### config.mk
export PLATFORM = sky130hd
export DESIGN_NAME = cpu_top
export DESIGN_NICKNAME = d
export VERILOG_FILES = /design/src/design/cpu_pkg.sv /design/src/design/stage_control.sv /design/src/design/fetch_unit.sv /design/src/design/instruction_decoder.sv /design/src/design/operand_fetch.sv /design/src/design/execute_unit.sv /design/src/design/memory_port.sv /design/src/design/cpu_top.sv
export VERILOG_INCLUDE_DIRS = /design/src /design/src/design
export SDC_FILE = /design/constraint.sdc
export NUM_CORES = 1
export LEC_CHECK = 0
export BUFFER_PORTS_ARGS = -buffer_cell sky130_fd_sc_hd__buf_2
export CAP_MARGIN = 10
export CORE_ASPECT_RATIO = 1.5
export CORE_MARGIN = 2
export CORE_UTILIZATION = 40
export CTS_CLUSTER_SIZE = 24
export DETAILED_ROUTE_END_ITERATION = 16
export PLACE_DENSITY = 0.64
export SYNTH_ARGS = -nofsm -noshare
export SYNTH_HDL_FRONTEND = slang
export SYNTH_SLANG_ARGS = --single-unit
### constraint.sdc
create_clock -name CLOCK -period 2.95 [get_ports CLOCK]
set_input_delay 0.59 -clock CLOCK [delete_from_list [all_inputs] [get_ports CLOCK]]
set_output_delay 0.59 -clock CLOCK [all_outputs]
set_load 0.05 [all_outputs]
### src/design/cpu_defs.svh
`ifndef CPU_DEFS_SVH
`define CPU_DEFS_SVH

`define CPU_WORD_WIDTH 8

// Special encodings
// NOP doubles as the opcode reset value
`define CPU_NOP_BYTE   8'hFE
`define CPU_HLT_BYTE   8'hFF
`define CPU_JMP_PREFIX 4'b1100

// Opcode byte fields
`define CPU_JMP_BITS   7:4
`define CPU_GROUP_BITS 7:6
`define CPU_OP_BITS    5:4
`define CPU_DST_BITS   3:2
`define CPU_SRC_BITS   1:0

`define CPU_GROUP_A_A   2'b00
`define CPU_GROUP_SP_SP 2'b01
`define CPU_GROUP_SP_A  2'b10

`define CPU_OP_MOV 2'b00
`define CPU_OP_ADD 2'b01

// Operand modes
// Immediate is a source mode only
`define CPU_MODE_REG 2'b00
`define CPU_MODE_MEM 2'b10
`define CPU_MODE_IMM 2'b11

`endif

### src/design/cpu_pkg.sv
package cpu_pkg;

  typedef enum logic [2:0] {
    RESET_STAGE,
    FETCH_OPERATION,
    DECODE,
    FETCH_OPERAND,
    EXECUTE,
    WRITE_REGISTER,
    WRITE_MEMORY,
    HALTED
  } cpu_stage_t;

  // Opcode byte fetch
  typedef enum logic [1:0] {IDLE, REQUEST, LOAD} fetch_phase_t;

  // Operand bytes as a WAIT cycle followed by a LOAD cycle
  typedef enum logic [3:0] {
    BEGIN,
    WAIT_IMM, LOAD_IMM,
    WAIT_SRC_ADDR, LOAD_SRC_ADDR,
    WAIT_SRC, LOAD_SRC,
    WAIT_DST_ADDR, LOAD_DST_ADDR,
    WAIT_DST, LOAD_DST,
    DONE
  } operand_phase_t;

  typedef enum logic [2:0] {MOV, ADD, JMP, NOP, HLT} opcode_t;

  typedef enum logic [2:0] {UNUSED, REG_A, REG_SP, ADDRESS_IMM, IMM} operand_t;

  typedef enum logic [1:0] {MEMORY_STAY, MEMORY_READ, MEMORY_WRITE} mem_cmd_t;

endpackage

### src/design/stage_control.sv
`timescale 1ns/1ps

module stage_control (
  input    logic                CLOCK
  , input  logic                RESET
  , input  logic                fetch_done
  , input  logic                operand_done
  , input  cpu_pkg::opcode_t    decode_ope
  , input  cpu_pkg::operand_t   decode_dst
  , output cpu_pkg::cpu_stage_t stage
);
  import cpu_pkg::*;

  cpu_stage_t next_stage;

  always_comb begin
    case (stage)
      RESET_STAGE:     next_stage = FETCH_OPERATION;
      FETCH_OPERATION: next_stage = fetch_done ? DECODE : FETCH_OPERATION;
      DECODE:          next_stage = FETCH_OPERAND;
      FETCH_OPERAND:   next_stage = operand_done ? EXECUTE : FETCH_OPERAND;
      EXECUTE: begin
        if (decode_ope == HLT) begin
          next_stage = HALTED;
        end else if (decode_ope == JMP || decode_ope == NOP) begin
          next_stage = FETCH_OPERATION;
        end else if (decode_dst == ADDRESS_IMM) begin
          next_stage = WRITE_MEMORY;
        end else if (decode_dst == REG_A || decode_dst == REG_SP) begin
          next_stage = WRITE_REGISTER;
        end else begin
          next_stage = FETCH_OPERATION;
        end
      end
      WRITE_REGISTER:  next_stage = FETCH_OPERATION;
      WRITE_MEMORY:    next_stage = FETCH_OPERATION;
      // Only RESET leaves here
      HALTED:          next_stage = HALTED;
      default:         next_stage = RESET_STAGE;
    endcase
  end

  always_ff @(posedge CLOCK) begin
    if (RESET) begin
      stage <= RESET_STAGE;
    end else begin
      stage <= next_stage;
    end
  end

endmodule

### src/design/fetch_unit.sv
`timescale 1ns/1ps
`include "cpu_defs.svh"

module fetch_unit (
  input    logic                        CLOCK
  , input  logic                        RESET
  , input  cpu_pkg::cpu_stage_t         stage
  , input  logic [`CPU_WORD_WIDTH-1:0]  read_bus
  , input  logic                        ip_step
  , input  cpu_pkg::opcode_t            decode_ope
  , input  logic [`CPU_WORD_WIDTH-1:0]  imm
  , output logic [`CPU_WORD_WIDTH-1:0]  fetch_addr
  , output logic [`CPU_WORD_WIDTH-1:0]  ope
  , output logic                        fetch_done
  , output logic                        fetch_read
);
  import cpu_pkg::*;

  fetch_phase_t               phase;
  logic [`CPU_WORD_WIDTH-1:0] ip;

  assign fetch_addr = ip;
  assign fetch_read = (stage == FETCH_OPERATION) && (phase == REQUEST);
  assign fetch_done = (stage == FETCH_OPERATION) && (phase == LOAD);

  // Armed at REQUEST while other stages run
  always_ff @(posedge CLOCK) begin
    if (RESET) begin
      phase <= IDLE;
    end else if (stage != FETCH_OPERATION) begin
      phase <= REQUEST;
    end else begin
      case (phase)
        REQUEST: phase <= LOAD;
        LOAD:    phase <= IDLE;
        default: phase <= REQUEST;
      endcase
    end
  end

  always_ff @(posedge CLOCK) begin
    if (RESET) begin
      ope <= `CPU_NOP_BYTE;
    end else if (fetch_done) begin
      ope <= read_bus;
    end
  end

  // ip already points past the offset byte when JMP executes
  always_ff @(posedge CLOCK) begin
    if (RESET) begin
      ip <= '0;
    end else if (fetch_done || ip_step) begin
      ip <= ip + `CPU_WORD_WIDTH'd1;
    end else if (stage == EXECUTE && decode_ope == JMP) begin
      ip <= ip + imm;
    end
  end

endmodule

### src/design/instruction_decoder.sv
`timescale 1ns/1ps
`include "cpu_defs.svh"

module instruction_decoder (
  input    logic                        CLOCK
  , input  logic                        RESET
  , input  cpu_pkg::cpu_stage_t         stage
  , input  logic [`CPU_WORD_WIDTH-1:0]  ope
  , output cpu_pkg::opcode_t            decode_ope
  , output cpu_pkg::operand_t           decode_src
  , output cpu_pkg::operand_t           decode_dst
);
  import cpu_pkg::*;

  logic [1:0] group_field;
  logic [1:0] op_field;
  logic [1:0] dst_field;
  logic [1:0] src_field;
  logic       fields_ok;
  operand_t   reg_dst;
  operand_t   reg_src;
  opcode_t    next_ope;
  operand_t   next_src;
  operand_t   next_dst;

  assign group_field = ope[`CPU_GROUP_BITS];
  assign op_field    = ope[`CPU_OP_BITS];
  assign dst_field   = ope[`CPU_DST_BITS];
  assign src_field   = ope[`CPU_SRC_BITS];

  assign fields_ok = (op_field inside {`CPU_OP_MOV, `CPU_OP_ADD})
                  && (dst_field inside {`CPU_MODE_REG, `CPU_MODE_MEM})
                  && (src_field inside {`CPU_MODE_REG, `CPU_MODE_MEM, `CPU_MODE_IMM});

  // Register pair named by the group
  always_comb begin
    reg_dst = UNUSED;
    reg_src = UNUSED;
    case (group_field)
      `CPU_GROUP_A_A: begin
        reg_dst = REG_A;
        reg_src = REG_A;
      end
      `CPU_GROUP_SP_SP: begin
        reg_dst = REG_SP;
        reg_src = REG_SP;
      end
      `CPU_GROUP_SP_A: begin
        reg_dst = REG_SP;
        reg_src = REG_A;
      end
      default: ;
    endcase
  end

  // Anything not matched falls through as HLT
  always_comb begin
    next_ope = HLT;
    next_src = UNUSED;
    next_dst = UNUSED;
    if (ope == `CPU_NOP_BYTE) begin
      next_ope = NOP;
    end else if (ope == `CPU_HLT_BYTE) begin
      next_ope = HLT;
    end else if (ope[`CPU_JMP_BITS] == `CPU_JMP_PREFIX) begin
      next_ope = JMP;
      next_src = IMM;
    end else if (reg_dst != UNUSED && fields_ok) begin
      next_ope = (op_field == `CPU_OP_ADD) ? ADD : MOV;
      next_dst = (dst_field == `CPU_MODE_MEM) ? ADDRESS_IMM : reg_dst;
      case (src_field)
        `CPU_MODE_MEM: next_src = ADDRESS_IMM;
        `CPU_MODE_IMM: next_src = IMM;
        default:       next_src = reg_src;
      endcase
    end
  end

  always_ff @(posedge CLOCK) begin
    if (RESET) begin
      decode_ope <= NOP;
      decode_src <= UNUSED;
      decode_dst <= UNUSED;
    end else if (stage == DECODE) begin
      decode_ope <= next_ope;
      decode_src <= next_src;
      decode_dst <= next_dst;
    end
  end

endmodule

### src/design/operand_fetch.sv
`timescale 1ns/1ps
`include "cpu_defs.svh"

module operand_fetch (
  input    logic                        CLOCK
  , input  logic                        RESET
  , input  cpu_pkg::cpu_stage_t         stage
  , input  logic [`CPU_WORD_WIDTH-1:0]  read_bus
  , input  logic [`CPU_WORD_WIDTH-1:0]  fetch_addr
  , input  cpu_pkg::operand_t           decode_src
  , input  cpu_pkg::operand_t           decode_dst
  , output logic [`CPU_WORD_WIDTH-1:0]  operand_addr
  , output logic [`CPU_WORD_WIDTH-1:0]  dst_addr
  , output logic [`CPU_WORD_WIDTH-1:0]  imm
  , output logic [`CPU_WORD_WIDTH-1:0]  mem_src
  , output logic [`CPU_WORD_WIDTH-1:0]  mem_dst
  , output logic                        ip_step
  , output logic                        operand_done
  , output logic                        operand_read
);
  import cpu_pkg::*;

  operand_phase_t             phase;
  operand_phase_t             next_phase;
  operand_phase_t             after_src;
  logic                       active;
  logic [`CPU_WORD_WIDTH-1:0] src_addr;

  assign active = (stage == FETCH_OPERAND);

  // Destination bytes follow whatever the source needed
  assign after_src = (decode_dst == ADDRESS_IMM) ? WAIT_DST_ADDR : DONE;

  always_comb begin
    case (phase)
      BEGIN: begin
        if (decode_src == IMM) begin
          next_phase = WAIT_IMM;
        end else if (decode_src == ADDRESS_IMM) begin
          next_phase = WAIT_SRC_ADDR;
        end else begin
          next_phase = after_src;
        end
      end
      WAIT_IMM:      next_phase = LOAD_IMM;
      LOAD_IMM:      next_phase = after_src;
      WAIT_SRC_ADDR: next_phase = LOAD_SRC_ADDR;
      LOAD_SRC_ADDR: next_phase = WAIT_SRC;
      WAIT_SRC:      next_phase = LOAD_SRC;
      LOAD_SRC:      next_phase = after_src;
      WAIT_DST_ADDR: next_phase = LOAD_DST_ADDR;
      LOAD_DST_ADDR: next_phase = WAIT_DST;
      WAIT_DST:      next_phase = LOAD_DST;
      LOAD_DST:      next_phase = DONE;
      default:       next_phase = BEGIN;
    endcase
  end

  always_ff @(posedge CLOCK) begin
    if (RESET) begin
      phase <= BEGIN;
    end else if (active) begin
      phase <= next_phase;
    end else begin
      phase <= BEGIN;
    end
  end

  assign operand_done = active && (phase == DONE);
  assign operand_read = active
                     && (phase inside {WAIT_IMM, WAIT_SRC_ADDR, WAIT_SRC, WAIT_DST_ADDR, WAIT_DST});
  // Bytes taken from the instruction stream advance ip
  assign ip_step = active && (phase inside {LOAD_IMM, LOAD_SRC_ADDR, LOAD_DST_ADDR});

  always_comb begin
    case (phase)
      WAIT_SRC, LOAD_SRC: operand_addr = src_addr;
      WAIT_DST, LOAD_DST: operand_addr = dst_addr;
      default:            operand_addr = fetch_addr;
    endcase
  end

  always_ff @(posedge CLOCK) begin
    if (active) begin
      case (phase)
        LOAD_IMM:      imm      <= read_bus;
        LOAD_SRC_ADDR: src_addr <= read_bus;
        LOAD_SRC:      mem_src  <= read_bus;
        LOAD_DST_ADDR: dst_addr <= read_bus;
        LOAD_DST:      mem_dst  <= read_bus;
        default: ;
      endcase
    end
  end

endmodule

### src/design/execute_unit.sv
`timescale 1ns/1ps
`include "cpu_defs.svh"

module execute_unit (
  input    logic                        CLOCK
  , input  logic                        RESET
  , input  cpu_pkg::cpu_stage_t         stage
  , input  cpu_pkg::opcode_t            decode_ope
  , input  cpu_pkg::operand_t           decode_src
  , input  cpu_pkg::operand_t           decode_dst
  , input  logic [`CPU_WORD_WIDTH-1:0]  imm
  , input  logic [`CPU_WORD_WIDTH-1:0]  mem_src
  , input  logic [`CPU_WORD_WIDTH-1:0]  mem_dst
  , output logic [`CPU_WORD_WIDTH-1:0]  result
  , output logic [`CPU_WORD_WIDTH-1:0]  register_a
  , output logic [`CPU_WORD_WIDTH-1:0]  register_sp
);
  import cpu_pkg::*;

  logic [`CPU_WORD_WIDTH-1:0] src_value;
  logic [`CPU_WORD_WIDTH-1:0] dst_value;

  always_comb begin
    case (decode_src)
      REG_A:       src_value = register_a;
      REG_SP:      src_value = register_sp;
      ADDRESS_IMM: src_value = mem_src;
      IMM:         src_value = imm;
      default:     src_value = '0;
    endcase
  end

  // Original destination value for ADD
  always_comb begin
    case (decode_dst)
      REG_A:       dst_value = register_a;
      REG_SP:      dst_value = register_sp;
      ADDRESS_IMM: dst_value = mem_dst;
      default:     dst_value = '0;
    endcase
  end

  // Sum wraps at 8 bits
  always_ff @(posedge CLOCK) begin
    if (stage == EXECUTE) begin
      case (decode_ope)
        MOV:     result <= src_value;
        ADD:     result <= dst_value + src_value;
        default: ;
      endcase
    end
  end

  always_ff @(posedge CLOCK) begin
    if (RESET) begin
      register_a  <= '0;
      register_sp <= '0;
    end else if (stage == WRITE_REGISTER) begin
      if (decode_dst == REG_A) begin
        register_a <= result;
      end
      if (decode_dst == REG_SP) begin
        register_sp <= result;
      end
    end
  end

endmodule

### src/design/memory_port.sv
`timescale 1ns/1ps
`include "cpu_defs.svh"

module memory_port (
  input    cpu_pkg::cpu_stage_t         stage
  , input  logic                        fetch_read
  , input  logic                        operand_read
  , input  logic [`CPU_WORD_WIDTH-1:0]  fetch_addr
  , input  logic [`CPU_WORD_WIDTH-1:0]  operand_addr
  , input  logic [`CPU_WORD_WIDTH-1:0]  dst_addr
  , input  logic [`CPU_WORD_WIDTH-1:0]  result
  , output logic [`CPU_WORD_WIDTH-1:0]  addr_bus
  , output cpu_pkg::mem_cmd_t           ctrl_bus
  , output logic [`CPU_WORD_WIDTH-1:0]  write_bus
);
  import cpu_pkg::*;

  always_comb begin
    if (stage == WRITE_MEMORY) begin
      ctrl_bus = MEMORY_WRITE;
      addr_bus = dst_addr;
    end else if (operand_read) begin
      ctrl_bus = MEMORY_READ;
      addr_bus = operand_addr;
    end else begin
      // Idle cycles leave the bus on ip
      ctrl_bus = fetch_read ? MEMORY_READ : MEMORY_STAY;
      addr_bus = fetch_addr;
    end
  end

  assign write_bus = result;

endmodule

### src/design/cpu_top.sv
`timescale 1ns/1ps
`include "cpu_defs.svh"

module cpu_top (
  input    logic                        CLOCK
  , input  logic                        RESET
  , input  logic [`CPU_WORD_WIDTH-1:0]  read_bus
  , output logic [`CPU_WORD_WIDTH-1:0]  addr_bus
  , output cpu_pkg::mem_cmd_t           ctrl_bus
  , output logic [`CPU_WORD_WIDTH-1:0]  write_bus
  , output logic [`CPU_WORD_WIDTH-1:0]  out
  , output logic                        halted
);
  import cpu_pkg::*;

  cpu_stage_t stage;

  logic                       fetch_done;
  logic                       fetch_read;
  logic [`CPU_WORD_WIDTH-1:0] fetch_addr;
  logic [`CPU_WORD_WIDTH-1:0] ope;

  opcode_t  decode_ope;
  operand_t decode_src;
  operand_t decode_dst;

  logic                       operand_done;
  logic                       operand_read;
  logic                       ip_step;
  logic [`CPU_WORD_WIDTH-1:0] operand_addr;
  logic [`CPU_WORD_WIDTH-1:0] dst_addr;
  logic [`CPU_WORD_WIDTH-1:0] imm;
  logic [`CPU_WORD_WIDTH-1:0] mem_src;
  logic [`CPU_WORD_WIDTH-1:0] mem_dst;

  logic [`CPU_WORD_WIDTH-1:0] result;
  logic [`CPU_WORD_WIDTH-1:0] register_a;
  logic [`CPU_WORD_WIDTH-1:0] register_sp;

  stage_control stage_control_inst (.*);

  fetch_unit fetch_unit_inst (.*);

  instruction_decoder instruction_decoder_inst (.*);

  operand_fetch operand_fetch_inst (.*);

  execute_unit execute_unit_inst (.*);

  memory_port memory_port_inst (.*);

  assign out    = register_a;
  assign halted = (stage == HALTED);

endmodule

* Word level (Yosys, flattened, before mapping)
Index checks and enable logic that the tools add are counted.
** Cells by class
- Bitwise logic cells :: 1
- Muxes and demuxes :: 41
- Add/subtract/negate cells :: 3
- Equality and inequality tests :: 41
- Reductions and logical operators :: 43
** Operator list (count)
- $mux 3 :: 17
- $pmux 4 s10 :: 1
- $mux 8 :: 4
- $pmux 8 s2 :: 2
- $pmux 8 s4 :: 1
- $eq 3x2->1 const B :: 8
- $pmux 8 s3 :: 1
- $eq 4x4->1 const B :: 5
- $eq 3x3->1 const B :: 6
- $pmux 3 s6 :: 1
- $add 8x8->8 :: 2
- $eq 4x3->1 const B :: 4
- $eq 8x8->1 const B :: 2
- $reduce_and 2->1 :: 8
- $reduce_or 2->1 :: 7
- $eq 3x1->1 const B :: 4
- $mux 4 :: 3
- $pmux 2 s2 :: 3
- $eq 2x2->1 const B :: 5
- $logic_and 1x1->1 :: 9
- $reduce_bool 3->1 :: 3
- $add 8x1->8 const B :: 1
- $eq 4x2->1 const B :: 2
- $logic_not 2->1 :: 4
- 13 further kinds :: 26
** Storage, ports and cells
- Logic and storage cells :: 146
- Register bits :: 98
- Output and inout port bits :: 27

* Logic depth before layout (Yosys ltp)
Gate-level depths: netlist (run 1).
- Word-level depth :: 9
- Mapped depth :: 14
- Gate-level depth less buffers :: 14

* By module
From an unflattened synthesis (run 1), not the netlist that was laid out.
** Unflattened totals
- Cell total of the unflattened synthesis :: 594
- Area, all modules :: 5893.2 µm²
** By module, submodules not included
- operand_fetch :: seq. area each 1281.2 µm², area each 1933.1 µm², cells each 165, times used 1
- execute_unit :: seq. area each 560.5 µm², area each 1701.6 µm², cells each 188, times used 1
- fetch_unit :: seq. area each 360.3 µm², area each 1173.6 µm², cells each 130, times used 1
- instruction_decoder :: seq. area each 160.2 µm², area each 493.0 µm², cells each 50, times used 1
- memory_port :: seq. area each 0.0 µm², area each 335.3 µm², cells each 29, times used 1
- stage_control :: seq. area each 60.1 µm², area each 250.2 µm², cells each 31, times used 1
- cpu_top :: seq. area each 0.0 µm², area each 6.3 µm², cells each 1, times used 1

* Worst setup path before layout (run 1)
Ideal clock, no wire load.
- Path kind :: register to register
- Start point :: register instruction_decoder_inst.decode_dst[0]
- End point :: register execute_unit_inst.result[6], data pin
- Cell stages (with the launch flop) :: 12
- Path buffers :: 1
- Clock period less this slack :: 2964 ps
- Path slack :: -14 ps
- Library setup time :: 271 ps
- Arrival time :: 2693 ps
- Cells stage by stage :: dfxtp_1 > clkbuf_1 > mux2_2 > a22o_1 > ha_1 > fa_1 > a21o_1 > a21oi_1 > o21bai_1 > a21oi_1 > xor2_1 > a21oi_1
** Between the ends
- Longest elaborated chain between the ends :: 4
** RTL lines
- start, declared :: RTL line instruction_decoder.sv:11 : , output cpu_pkg::operand_t decode_dst
- start signal, assigned :: RTL line instruction_decoder.sv:87 : decode_dst <= next_dst;
- $eq 3x2->1 / $eq 3x1->1 (equally long branches) :: RTL line execute_unit.sv:35 : case (decode_dst)
- $pmux 8 s3 (*) :: RTL line execute_unit.sv:35
- $add 8x8->8 (*) :: RTL line execute_unit.sv:48 : ADD: result <= dst_value + src_value;
- $pmux 8 s2 (*) :: RTL line execute_unit.sv:46 : case (decode_ope)
- end signal, assigned :: RTL line execute_unit.sv:47 : MOV: result <= src_value;
- end signal, assigned :: RTL line execute_unit.sv:48
- end, declared :: RTL line execute_unit.sv:14 : , output logic [`CPU_WORD_WIDTH-1:0] result
Mark *: on every way between the ends. The rest lies on a longest branch, timed or not.
A chain may end at the register's enable or synchronous reset.

* Worst setup path in the final report (run 1)
- Start point :: register stage_control_inst.stage[1]
- End point :: output port addr_bus[3]
** Between the ends
- Longest elaborated chain between the ends :: 4
** RTL lines
- start, declared :: RTL line stage_control.sv:10 : , output cpu_pkg::cpu_stage_t stage
- start signal, assigned :: RTL line stage_control.sv:47 : stage <= next_stage;
- $eq 3x2->1 :: RTL line operand_fetch.sv:29 : assign active = (stage == FETCH_OPERAND);
- $logic_and 1x1->1 :: RTL line operand_fetch.sv:71 : && (phase inside {WAIT_IMM, WAIT_SRC_ADDR, WAIT_SRC, WAIT_DST_ADDR, WAIT_DST});
- $mux 8 :: RTL line memory_port.sv:22 : end else if (operand_read) begin
- $mux 8 (*) :: RTL line memory_port.sv:19 : if (stage == WRITE_MEMORY) begin
- end, declared :: RTL line cpu_top.sv:8 : , output logic [`CPU_WORD_WIDTH-1:0] addr_bus
Marked as above.

==> results of run 1 <==
synthesized netlist by cell type (2+ instances only):
cell	count
buf_2	5
and3_1	3
nor3b_1	9
a21oi_1	27
nor2b_1	13
inv_1	14
buf_6	2
a211oi_1	3
o21a_1	3
xor2_1	5
nor4_1	3
o211ai_1	9
o22ai_1	10
clkbuf_1	16
or3_1	2
nand3_1	5
nor2_1	48
o21bai_1	2
fa_1	2
xnor2_1	6
and2_1	6
nand3b_1	2
nand2b_1	6
edfxtp_1	48
nand2_1	53
mux2i_1	29
o21ai_0	26
a21o_1	4
and4_1	2
a32oi_1	2
a31oi_1	3
a22o_1	7
o31ai_1	2
buf_1	2
mux2_2	10
nor3_1	9
a22oi_1	19
nand4_1	2
ha_1	20
dfxtp_1	49
a21boi_0	2
flip-flops by register name, indices dropped and copies added, names as in the netlist, 4 cells and up:
register,count
execute_unit_inst.result,8
operand_fetch_inst.imm,8
execute_unit_inst.register_sp,8
operand_fetch_inst.dst_addr,8
fetch_unit_inst.fetch_addr,8
execute_unit_inst.register_a,8
operand_fetch_inst.mem_dst,8
fetch_unit_inst.ope,8
operand_fetch_inst.src_addr,8
operand_fetch_inst.mem_src,8
operand_fetch_inst.phase,4
power breakdown:
group	total, mW	internal, mW	switching, mW	leakage, nW
logic	0.109	0.0363	0.0722	1.32
registers	1.43	1.42	0.00875	0.831
clock network	1.19	0.642	0.551	0.145
total	2.73	2.09	0.632	2.30
cells in the final DEF, fill, tap and decap left out, types with 4 or more instances in the layout:
| master | count |
|---|---|
| o21ai_0 | 23 |
| o22ai_1 | 9 |
| ha_1 | 19 |
| nor2b_1 | 13 |
| inv_1 | 13 |
| dfxtp_2 | 4 |
| a22oi_1 | 19 |
| xnor2_1 | 6 |
| nand3_1 | 5 |
| a21oi_1 | 25 |
| nor2_1 | 48 |
| and2_1 | 6 |
| o211ai_1 | 9 |
| a22o_1 | 7 |
| nor3b_1 | 9 |
| dfxtp_1 | 45 |
| clkbuf_16 | 10 |
| nor3_1 | 9 |
| mux2_2 | 10 |
| xor2_1 | 5 |
| nand2b_1 | 6 |
| buf_4 | 46 |
| edfxtp_1 | 48 |
| a21o_1 | 4 |
| buf_2 | 32 |
| nand2_1 | 53 |
| mux2i_1 | 29 |
timing repair:
item	4_1_cts	5_1_grt
pin swaps	1	4
endpoints found under the setup margin	7	12
gates resized for setup	2	20
buffers inserted	0	5
endpoints found under the hold margin	0	0
cloned	0	0
stage by stage:
stage / util / instances / TNS, ns / setup WS, ns
4_1_cts: 0.477 / 727 / 0 / 0.0199
2_1_floorplan: - / 506 / 0 / 0.0174
5_1_grt: 0.483 / 732 / -0.0661 / -0.0535
6_report: 0.483 / 732 / 0 / 0.114
3_5_place_dp: 0.452 / 711 / 0 / 0.0234
3_3_place_gp: 0.452 / 711 / 0 / 0.0662
final cells by class:
class / instances / area, µm²
Fill cell: 1164 / 6440
Multi-Input combinational cell: 369 / 2510
Sequential cell: 97 / 2430
Timing Repair Buffer: 80 / 520
Clock buffer: 10 / 250
Tap cell: 156 / 195
Clock inverter: 6 / 55.1
Inverter: 14 / 52.6
cell families after synthesis:
family | count (synthesis) | synth area share
AO/OA/AOI/OAI | 124 | 0.159
buffers and inverters | 40 | 0.0345
AND/OR/NAND/NOR | 172 | 0.172
flip-flops | 97 | 0.477
adder cells (fa/ha/maj) | 22 | 0.0572
multiplexers | 40 | 0.0815
XOR/XNOR | 11 | 0.0190
worst reg2reg max path: stages, from the launching register on:
cell and delay [ns]:
dfxtp_1 0.44, mux2_2 0.36, a22o_1 0.18, ha_1 0.22
fa_1 0.42, a21o_1 0.20, a21oi_1 0.20, o21bai_1 0.10
a21oi_2 0.18, xor2_1 0.16, a21oi_1 0.08
routing by layer:
metal / part of all wire / up-vias / global-route usage
li1: - / 1979 / -
met1: 0.43 / 1913 / 0.241
met2: 0.53 / 60 / 0.346
met3: 0.024 / 9 / 0.0297
met4: 0.0091 / 0 / 0.0669
met5: 0 / - / 0
worst max-delay path by stage:
stage	to	cells past startpoint
floorplan	addr_bus[6]	7
global placement	fetch_unit_inst.fetch_addr[7]	11
detailed placement	fetch_unit_inst.fetch_addr[6]	13
CTS	fetch_unit_inst.fetch_addr[6]	13
global route	addr_bus[5]	9
finish	addr_bus[3]	9
==> results.json, run 1 <==
{
  "netlist_area_mm2": 0.00508,
  "critPathTopFamily": "buffers and inverters",
  "place_congestion": 0.941,
  "hp-start": "fetch_unit_inst.ope[3]",
  "hold_viol": 0,
  "grt_antenna_before_repair": 0,
  "drt-pass1-iter-count": 4,
  "endpoint_kind": "output port",
  "vias_per_cell": 5.41,
  "fin_crit_ns": 2.84,
  "grt_pass1_vias": 3874,
  "grt_max_degree": 39,
  "finalNetCount": 603,
  "final-max-slew-violation-count": 0,
  "rr_endpoint": "execute_unit_inst.result[6]",
  "io_buffers": 36,
  "area_growth_pct": 18.4,
  "grt_pass1_wl_um": 20300,
  "power_density_mw_per_mm2": 453,
  "fin_area_mm2": 0.00601,
  "cp-start-kind": "flip-flop",
  "ir_worst_vdd_mv": 0.266,
  "cp.buffers_inverters": 3,
  "die_h_um": 142,
  "fp.dieW_um": 96,
  "h-tree-depth": 3,
  "place_area_mm2": 0.00562,
  "p_leak_nw": 2.30,
  "cts_sinks": 97,
  "remaining_drc_errors": 0,
  "vias": 3961,
  "worstReg2RegStart": "instruction_decoder_inst.decode_dst[0]",
  "fin_hold_ws_ns": 0.491,
  "synth_edf_count": 48,
  "tightest_slew_ns": 0.713,
  "max-cap-violations": 0,
  "grt.overflow.total": 0,
  "clock_path_buffers": 2,
  "die-area_mm2": 0.0136,
  "grt_usage": 0.197,
  "post-route-period-util": 0.962,
  "start_util": 0.408,
  "clk_pin_slew_ns": 0.07,
  "skew_ns": 0.0106,
  "drtAntennaViolNets": 0,
  "yosysSeqAreaShare": 0.477,
  "finalPower_mw": 2.73,
  "worstRegToRegCells": 10,
  "arrival_ns": 2.25,
  "wl_per_cell_um": 17.6,
  "syn_nets": 538,
  "placement_rows": 50,
  "required_ns": 2.36,
  "clk_latency_ns": 0.35,
  "finalSetupViolations": 0,
  "r2r_slack_ns": 0.16,
  "holdBufCountCts": 0,
  "synth.area.top_cells": "edfxtp_1 28%, dfxtp_1 19%, mux2i_1 5.7%",
  "synth_largest_area_cell": "edfxtp_1",
  "slew_headroom": 0.523,
  "drtIter0Drc": 185,
  "drive_gt1_frac": 0.220,
  "hp-class": "flip-flop to flip-flop",
  "wirelength_um": 12900,
  "ys_dominant_reg_cell": "dfxtp_1",
  "async_flop_share": 0,
  "synth_top_area_frac": 0.284,
  "cts_tree": "done",
  "cts-root-buf": "clkbuf_16",
  "crit_fanout": 6,
  "ys_seq_elements": 97,
  "hold_depth": 2,
  "ios": 37,
  "syn_inst": 506,
  "cts_made_buffers": 9,
  "yosysUniqueCellTypes": 57,
  "diodes": 0,
  "path_cells": "nand2_1 -> buf_4 -> nor3_4 -> buf_4 -> nand2_1 -> o21ai_0 -> a22oi_1 -> o21ai_0 -> clkbuf_4",
  "worstSetupStartpoint": "stage_control_inst.stage[1]",
  "core_area_mm2": 0.0124,
  "status": "finished, final reports clean",
  "fmax_ghz": 0.353,
  "cp_slowest_cell": "dfxtp_2",
  "yosysWarnings": 0,
  "hold_end": "fetch_unit_inst.ope[3]",
  "dp_hpwl_um": 9560,
  "max_stage_delay_ns": 0.38,
  "path_class": "flip-flop to output port",
  "syn_area_per_cell_um2": 10.0
}
No activity file was read; power rests on OpenSTA's default activity.
==> run 2, diff against run 1 <==
MAX_ROUTING_LAYER = met4   (was default)
==> run 2 against run 1 <==
Clock power down 7%. Hold slack better by 0.0052 ns. Core utilization down 0.33 points. Non-clock buffer count down 2. Combinational power about the same. Via count up 2.4%. Wire length up 1.7%.
==> results.json, run 2 (synthesis gave the netlist of run 1 again) <==
{
  "status": "finished, final reports clean",
  "cts_made_buffers": 9,
  "drtAntennaViolNets": 0,
  "finalNetCount": 602,
  "remaining_drc_errors": 0,
  "cts-root-buf": "clkbuf_16",
  "hold_viol": 0,
  "vias": 4056,
  "grt_usage": 0.203,
  "drive_gt1_frac": 0.212,
  "tightest_slew_ns": 0.735,
  "cp-start-kind": "flip-flop",
  "max-cap-violations": 0,
  "critPathTopFamily": "buffers and inverters",
  "grt_max_degree": 39,
  "io_buffers": 36,
  "final_cell_mix": "53 x nand2_1, 48 x nor2_1, 48 x edfxtp_1",
  "p_leak_nw": 2.28,
  "final-max-slew-violation-count": 0,
  "grt_antenna_before_repair": 0,
  "clock_path_buffers": 2,
  "hp-class": "flip-flop to flip-flop",
  "placement_rows": 50,
  "fin_hold_ws_ns": 0.496,
  "path_common_cell": "nand2_1",
  "fp.dieW_um": 96,
  "core_area_mm2": 0.0124,
  "drtIter0Drc": 205,
  "clk_latency_ns": 0.34,
  "diodes": 0,
  "drt-pass1-iter-count": 5,
  "cts_sinks": 97,
  "holdBufCountCts": 0,
  "required_ns": 2.36,
  "grt_pass1_wl_um": 20300,
  "ir_worst_vdd_mv": 0.234,
  "fmax_ghz": 0.357,
  "cts_tree": "done",
  "fin_crit_ns": 2.80,
  "cp_slowest_cell": "dfxtp_1",
  "wirelength_um": 13100,
  "wl_per_cell_um": 17.9,
  "final_core_util": 0.480,
  "power_density_mw_per_mm2": 443,
  "arrival_ns": 2.21,
  "die_h_um": 142,
  "grt_pass1_vias": 3834,
  "skew_ns": 0.00766,
  "n_fill_cell": 1172,
  "dp_hpwl_um": 9580,
  "slew_headroom": 0.508,
  "path_cells": "nand2_1 -> buf_4 -> nor2_1 -> nand2_1 -> o22ai_1 -> buf_4 -> nand2_1 -> o21ai_0 -> buf_2",
  "h-tree-depth": 3,
  "finalSetupViolations": 0,
  "final_common_cell": "nand2_1",
  "vias_per_cell": 5.55,
  "die-area_mm2": 0.0136,
  "clk_pin_slew_ns": 0.07,
  "endpoint_kind": "output port",
  "grt.overflow.total": 0,
  "max_stage_delay_ns": 0.39,
  "crit_fanout": 8,
  "ios": 37,
  "place_congestion": 0.899,
  "area_growth_pct": 17.6,
  "post-route-period-util": 0.950,
  "cp.buffers_inverters": 3,
  "path_class": "flip-flop to output port",
  "start_util": 0.408
}
-- run 2: cell count changes in the layout (fill, tap and decap cells not counted), moves of 2 or more --
cell,change
buf_4,-3
o21ai_1,-2
o21ai_0,+2
clkbuf_4,+2
-- run 2: routing by layer --
| metal | vias up | global-route usage | wire (µm) |
|---|---|---|---|
| li1 | 1979 | - | - |
| met1 | 1970 | 0.240 | 5380 |
| met2 | 90 | 0.351 | 7020 |
| met3 | 17 | 0.0328 | 479 |
| met4 | 0 | 0.0556 | 193 |
| met5 | - | - | 0 |
-- run 2: final cells by class --
type                            count  area, µm²  area share
Inverter                           14       52.6     0.00880
Multi-Input combinational cell    370       2510       0.421
Clock buffer                       10        229      0.0383
Tap cell                          156        195      0.0327
Timing Repair Buffer               78        508      0.0851
Clock inverter                      6       47.5     0.00796
Sequential cell                    97       2430       0.406
-- run 2: power breakdown --
part	internal (mW)	switching [mW]	leakage (nW)
clock network	0.583	0.526	0.136
logic	0.0359	0.0727	1.31
registers	1.42	0.00890	0.831
-- run 2: path summary, 6_finish.rpt --
kind                                          startpoint                          end  slack [ns]  cells after the start
setup / recovery             stage_control_inst.stage[0]                  addr_bus[4]        0.15                      9
hold / removal                    fetch_unit_inst.ope[3]       fetch_unit_inst.ope[3]        0.50                      2
setup reg to reg  instruction_decoder_inst.decode_dst[0]  execute_unit_inst.result[6]        0.17                     11
hold reg to reg                   fetch_unit_inst.ope[3]       fetch_unit_inst.ope[3]        0.50                      2
-- run 2: worst min-delay path: stages, from the launching register on --
cell     delay [ns]
dfxtp_1        0.32
nand2_1        0.06
nand3_1        0.06
-- run 2: metrics by stage --
stage	TNS [ns]	worst slack [ns]	power, mW	instance area, µm²	instances
floorplan	0	0.0174	1.52	5080	506
global placement	0	0.0923	1.56	5620	711
detailed placement	0	0.00653	1.56	5620	711
CTS	0	0.0224	2.67	5900	727
global route	-0.0243	-0.00901	2.73	5970	731
finish	0	0.148	2.64	5970	731
-- run 2: repair_timing --
item | in CTS | in global routing
resized for setup | 1 | 16
cloned | 0 | 1
endpoints found under the setup margin | 2 | 10
pin swaps | 0 | 3
buffers inserted | 0 | 3
==> run 3, diff against run 2 <==
CELL_PAD_IN_SITES_DETAIL_PLACEMENT = 1   (was default)
CELL_PAD_IN_SITES_GLOBAL_PLACEMENT = 2   (was default)
CORE_UTILIZATION = 35   (was 40)
HOLD_SLACK_MARGIN = 0.05   (was default)
PLACE_DENSITY = 0.8   (was 0.64)
==> run 3 against run 2 <==
First-iteration DRC count shrank 8.8%. Via count grew 3.2%. Register-to-register slack got worse by 0.09 ns. Clock skew up 0.0023 ns. Non-clock buffer count is 1 higher. Global-route usage up 0.65 points. Power rose by 2.1%. Clock-buffer cell count decreased by 1.
==> results.json, run 3 (synthesis gave the netlist of run 1 again) <==
{
  "status": "finished, final reports clean",
  "final_core_util": 0.434,
  "max_stage_delay_ns": 0.39,
  "wl_per_cell_um": 19.8,
  "cp_slowest_cell": "dfxtp_4",
  "finalPower_mw": 2.70,
  "n_fill_cell": 1588,
  "remaining_drc_errors": 0,
  "placement_rows": 53,
  "vias_per_cell": 5.45,
  "use_met2": 0.365,
  "area_growth_pct": 20.8,
  "hold_viol": 0,
  "path_class": "flip-flop to flip-flop",
  "required_ns": 3.18,
  "power_density_mw_per_mm2": 440,
  "cts-root-buf": "clkbuf_16",
  "clk_latency_ns": 0.35,
  "final-seq-area_mm2": 0.00243,
  "core_area_mm2": 0.0141,
  "dp_hpwl_um": 11200,
  "fin_setup_tns_ns": 0,
  "final-max-slew-violation-count": 0,
  "tightest_slew_ns": 0.737,
  "arrival_ns": 3.10,
  "drtAntennaViolNets": 0,
  "cts_tree": "done",
  "fin_hold_ws_ns": 0.497,
  "grt_pass1_vias": 4374,
  "path_common_cell": "a21oi_4",
  "grt_usage": 0.209,
  "cts_made_buffers": 9,
  "post-place-ws_ns": -0.0635,
  "finalSetupViolations": 0,
  "post-route-period-util": 0.972,
  "finalNetCount": 603,
  "grt_use_met3": 0.0183,
  "start_util": 0.360,
  "h-tree-depth": 3,
  "endpoint_kind": "flip-flop",
  "clock_path_buffers": 2,
  "grt_pass1_wl_um": 23500,
  "fmax_ghz": 0.349,
  "skew_ns": 0.00993,
  "cp-start-kind": "flip-flop",
  "drt-pass1-iter-count": 4,
  "cp.buffers_inverters": 1,
  "max-cap-violations": 0,
  "use_met1": 0.234,
  "diodes": 0,
  "critPathTopFamily": "compound AO/OA/AOI/OAI gates",
  "grt-busiest-layer": "met2",
  "place_congestion": 0.881,
  "rsz0062_at_grt": "true",
  "path_cells": "or2b_2 -> or3b_4 -> buf_4 -> a21oi_4 -> and2_1 -> ha_1 -> a21o_1 -> a31o_2 -> a21oi_4 -> xnor2_1 -> a21oi_2 -> mux2_1",
  "grt_max_degree": 39,
  "grt_antenna_before_repair": 0,
  "crit_fanout": 5,
  "fin_crit_ns": 2.87,
  "vias": 4185,
  "wirelength_um": 15200,
  "grt.overflow.total": 0,
  "final_cell_mix": "53 x nand2_1, 48 x nor2_1, 48 x edfxtp_1",
  "p_leak_nw": 2.30,
  "ios": 37,
  "final_common_cell": "nand2_1",
  "io_buffers": 36,
  "hp-class": "flip-flop to flip-flop",
  "multi_input_area_mm2": 0.00260,
  "die-area_mm2": 0.0155,
  "slew_headroom": 0.507,
  "drive_gt1_frac": 0.238,
  "clk_pin_slew_ns": 0.07,
  "ir_worst_vdd_mv": 0.285,
  "die_h_um": 152,
  "drtIter0Drc": 187,
  "worst_slack_ns": 0.0825,
  "fp.dieW_um": 102,
  "cts_sinks": 97,
  "holdBufCountCts": 0
}
==> run 3: cell types whose count changed in the layout (fill, tap and decap cells not counted), moves of 2 or more <==
cell and change:
nor3b_1 -2, clkbuf_4 -2, dfxtp_1 -2, ha_4 +3, clkinv_4 +2, ha_1 -4
nor3b_2 +2, a21oi_4 +2
==> run 3: cell type report <==
class	instances	area share
Tap cell	192	0.0392
Timing Repair Buffer	79	0.0857
Clock buffer	9	0.0367
Inverter	14	0.00857
Multi-Input combinational cell	370	0.424
Clock inverter	7	0.00999
Sequential cell	97	0.396
==> run 3: where the power goes <==
part	total, mW	internal [mW]	switching (mW)	leakage (nW)
combinational	0.114	0.0372	0.0773	1.33
clock	1.16	0.591	0.568	0.142
sequential	1.43	1.42	0.0106	0.832
total	2.70	2.04	0.655	2.30
==> run 3: per-layer routing <==
| layer | vias to the layer above | routed length [µm] |
|---|---|---|
| met2 | 73 | 8040 |
| met3 | 42 | 286 |
| met4 | 0 | 670 |
| met1 | 2093 | 6220 |
| met5 | - | 0 |
| li1 | 1977 | - |
==> run 3: path summary, 6_finish.rpt <==
path,start,end,slack (ns),cells after the start
min,fetch_unit_inst.ope[3],fetch_unit_inst.ope[3],0.50,2
min reg2reg,fetch_unit_inst.ope[3],fetch_unit_inst.ope[3],0.50,2
max,operand_fetch_inst.phase[2],fetch_unit_inst.fetch_addr[7],0.08,12
max reg2reg,operand_fetch_inst.phase[2],fetch_unit_inst.fetch_addr[7],0.08,12
==> run 3: repair_timing <==
item | CTS | global route
gates resized for setup | 5 | 28
cloned | 1 | 0
setup buffers | 3 | 2
pin swaps | 2 | 5
endpoints found under the setup margin | 10 | 12
==> run 3: per-stage QoR <==
step / instances / instance area [µm²]
final: 768 / 6130
after global routing: 768 / 6130
after CTS: 766 / 6020
after detailed placement: 746 / 5670
after global placement: 746 / 5670
after floorplan: 506 / 5080
==> run 3: worst register-to-register path, cell delays in order (launching register included) <==
cell and delay, ns:
dfxtp_4 0.39, or2b_2 0.33, or3b_4 0.26, buf_4 0.12, a21oi_4 0.06, and2_1 0.18
ha_1 0.22, a21o_1 0.21, a31o_2 0.26, a21oi_4 0.12, xnor2_1 0.10, a21oi_2 0.16
mux2_1 0.34
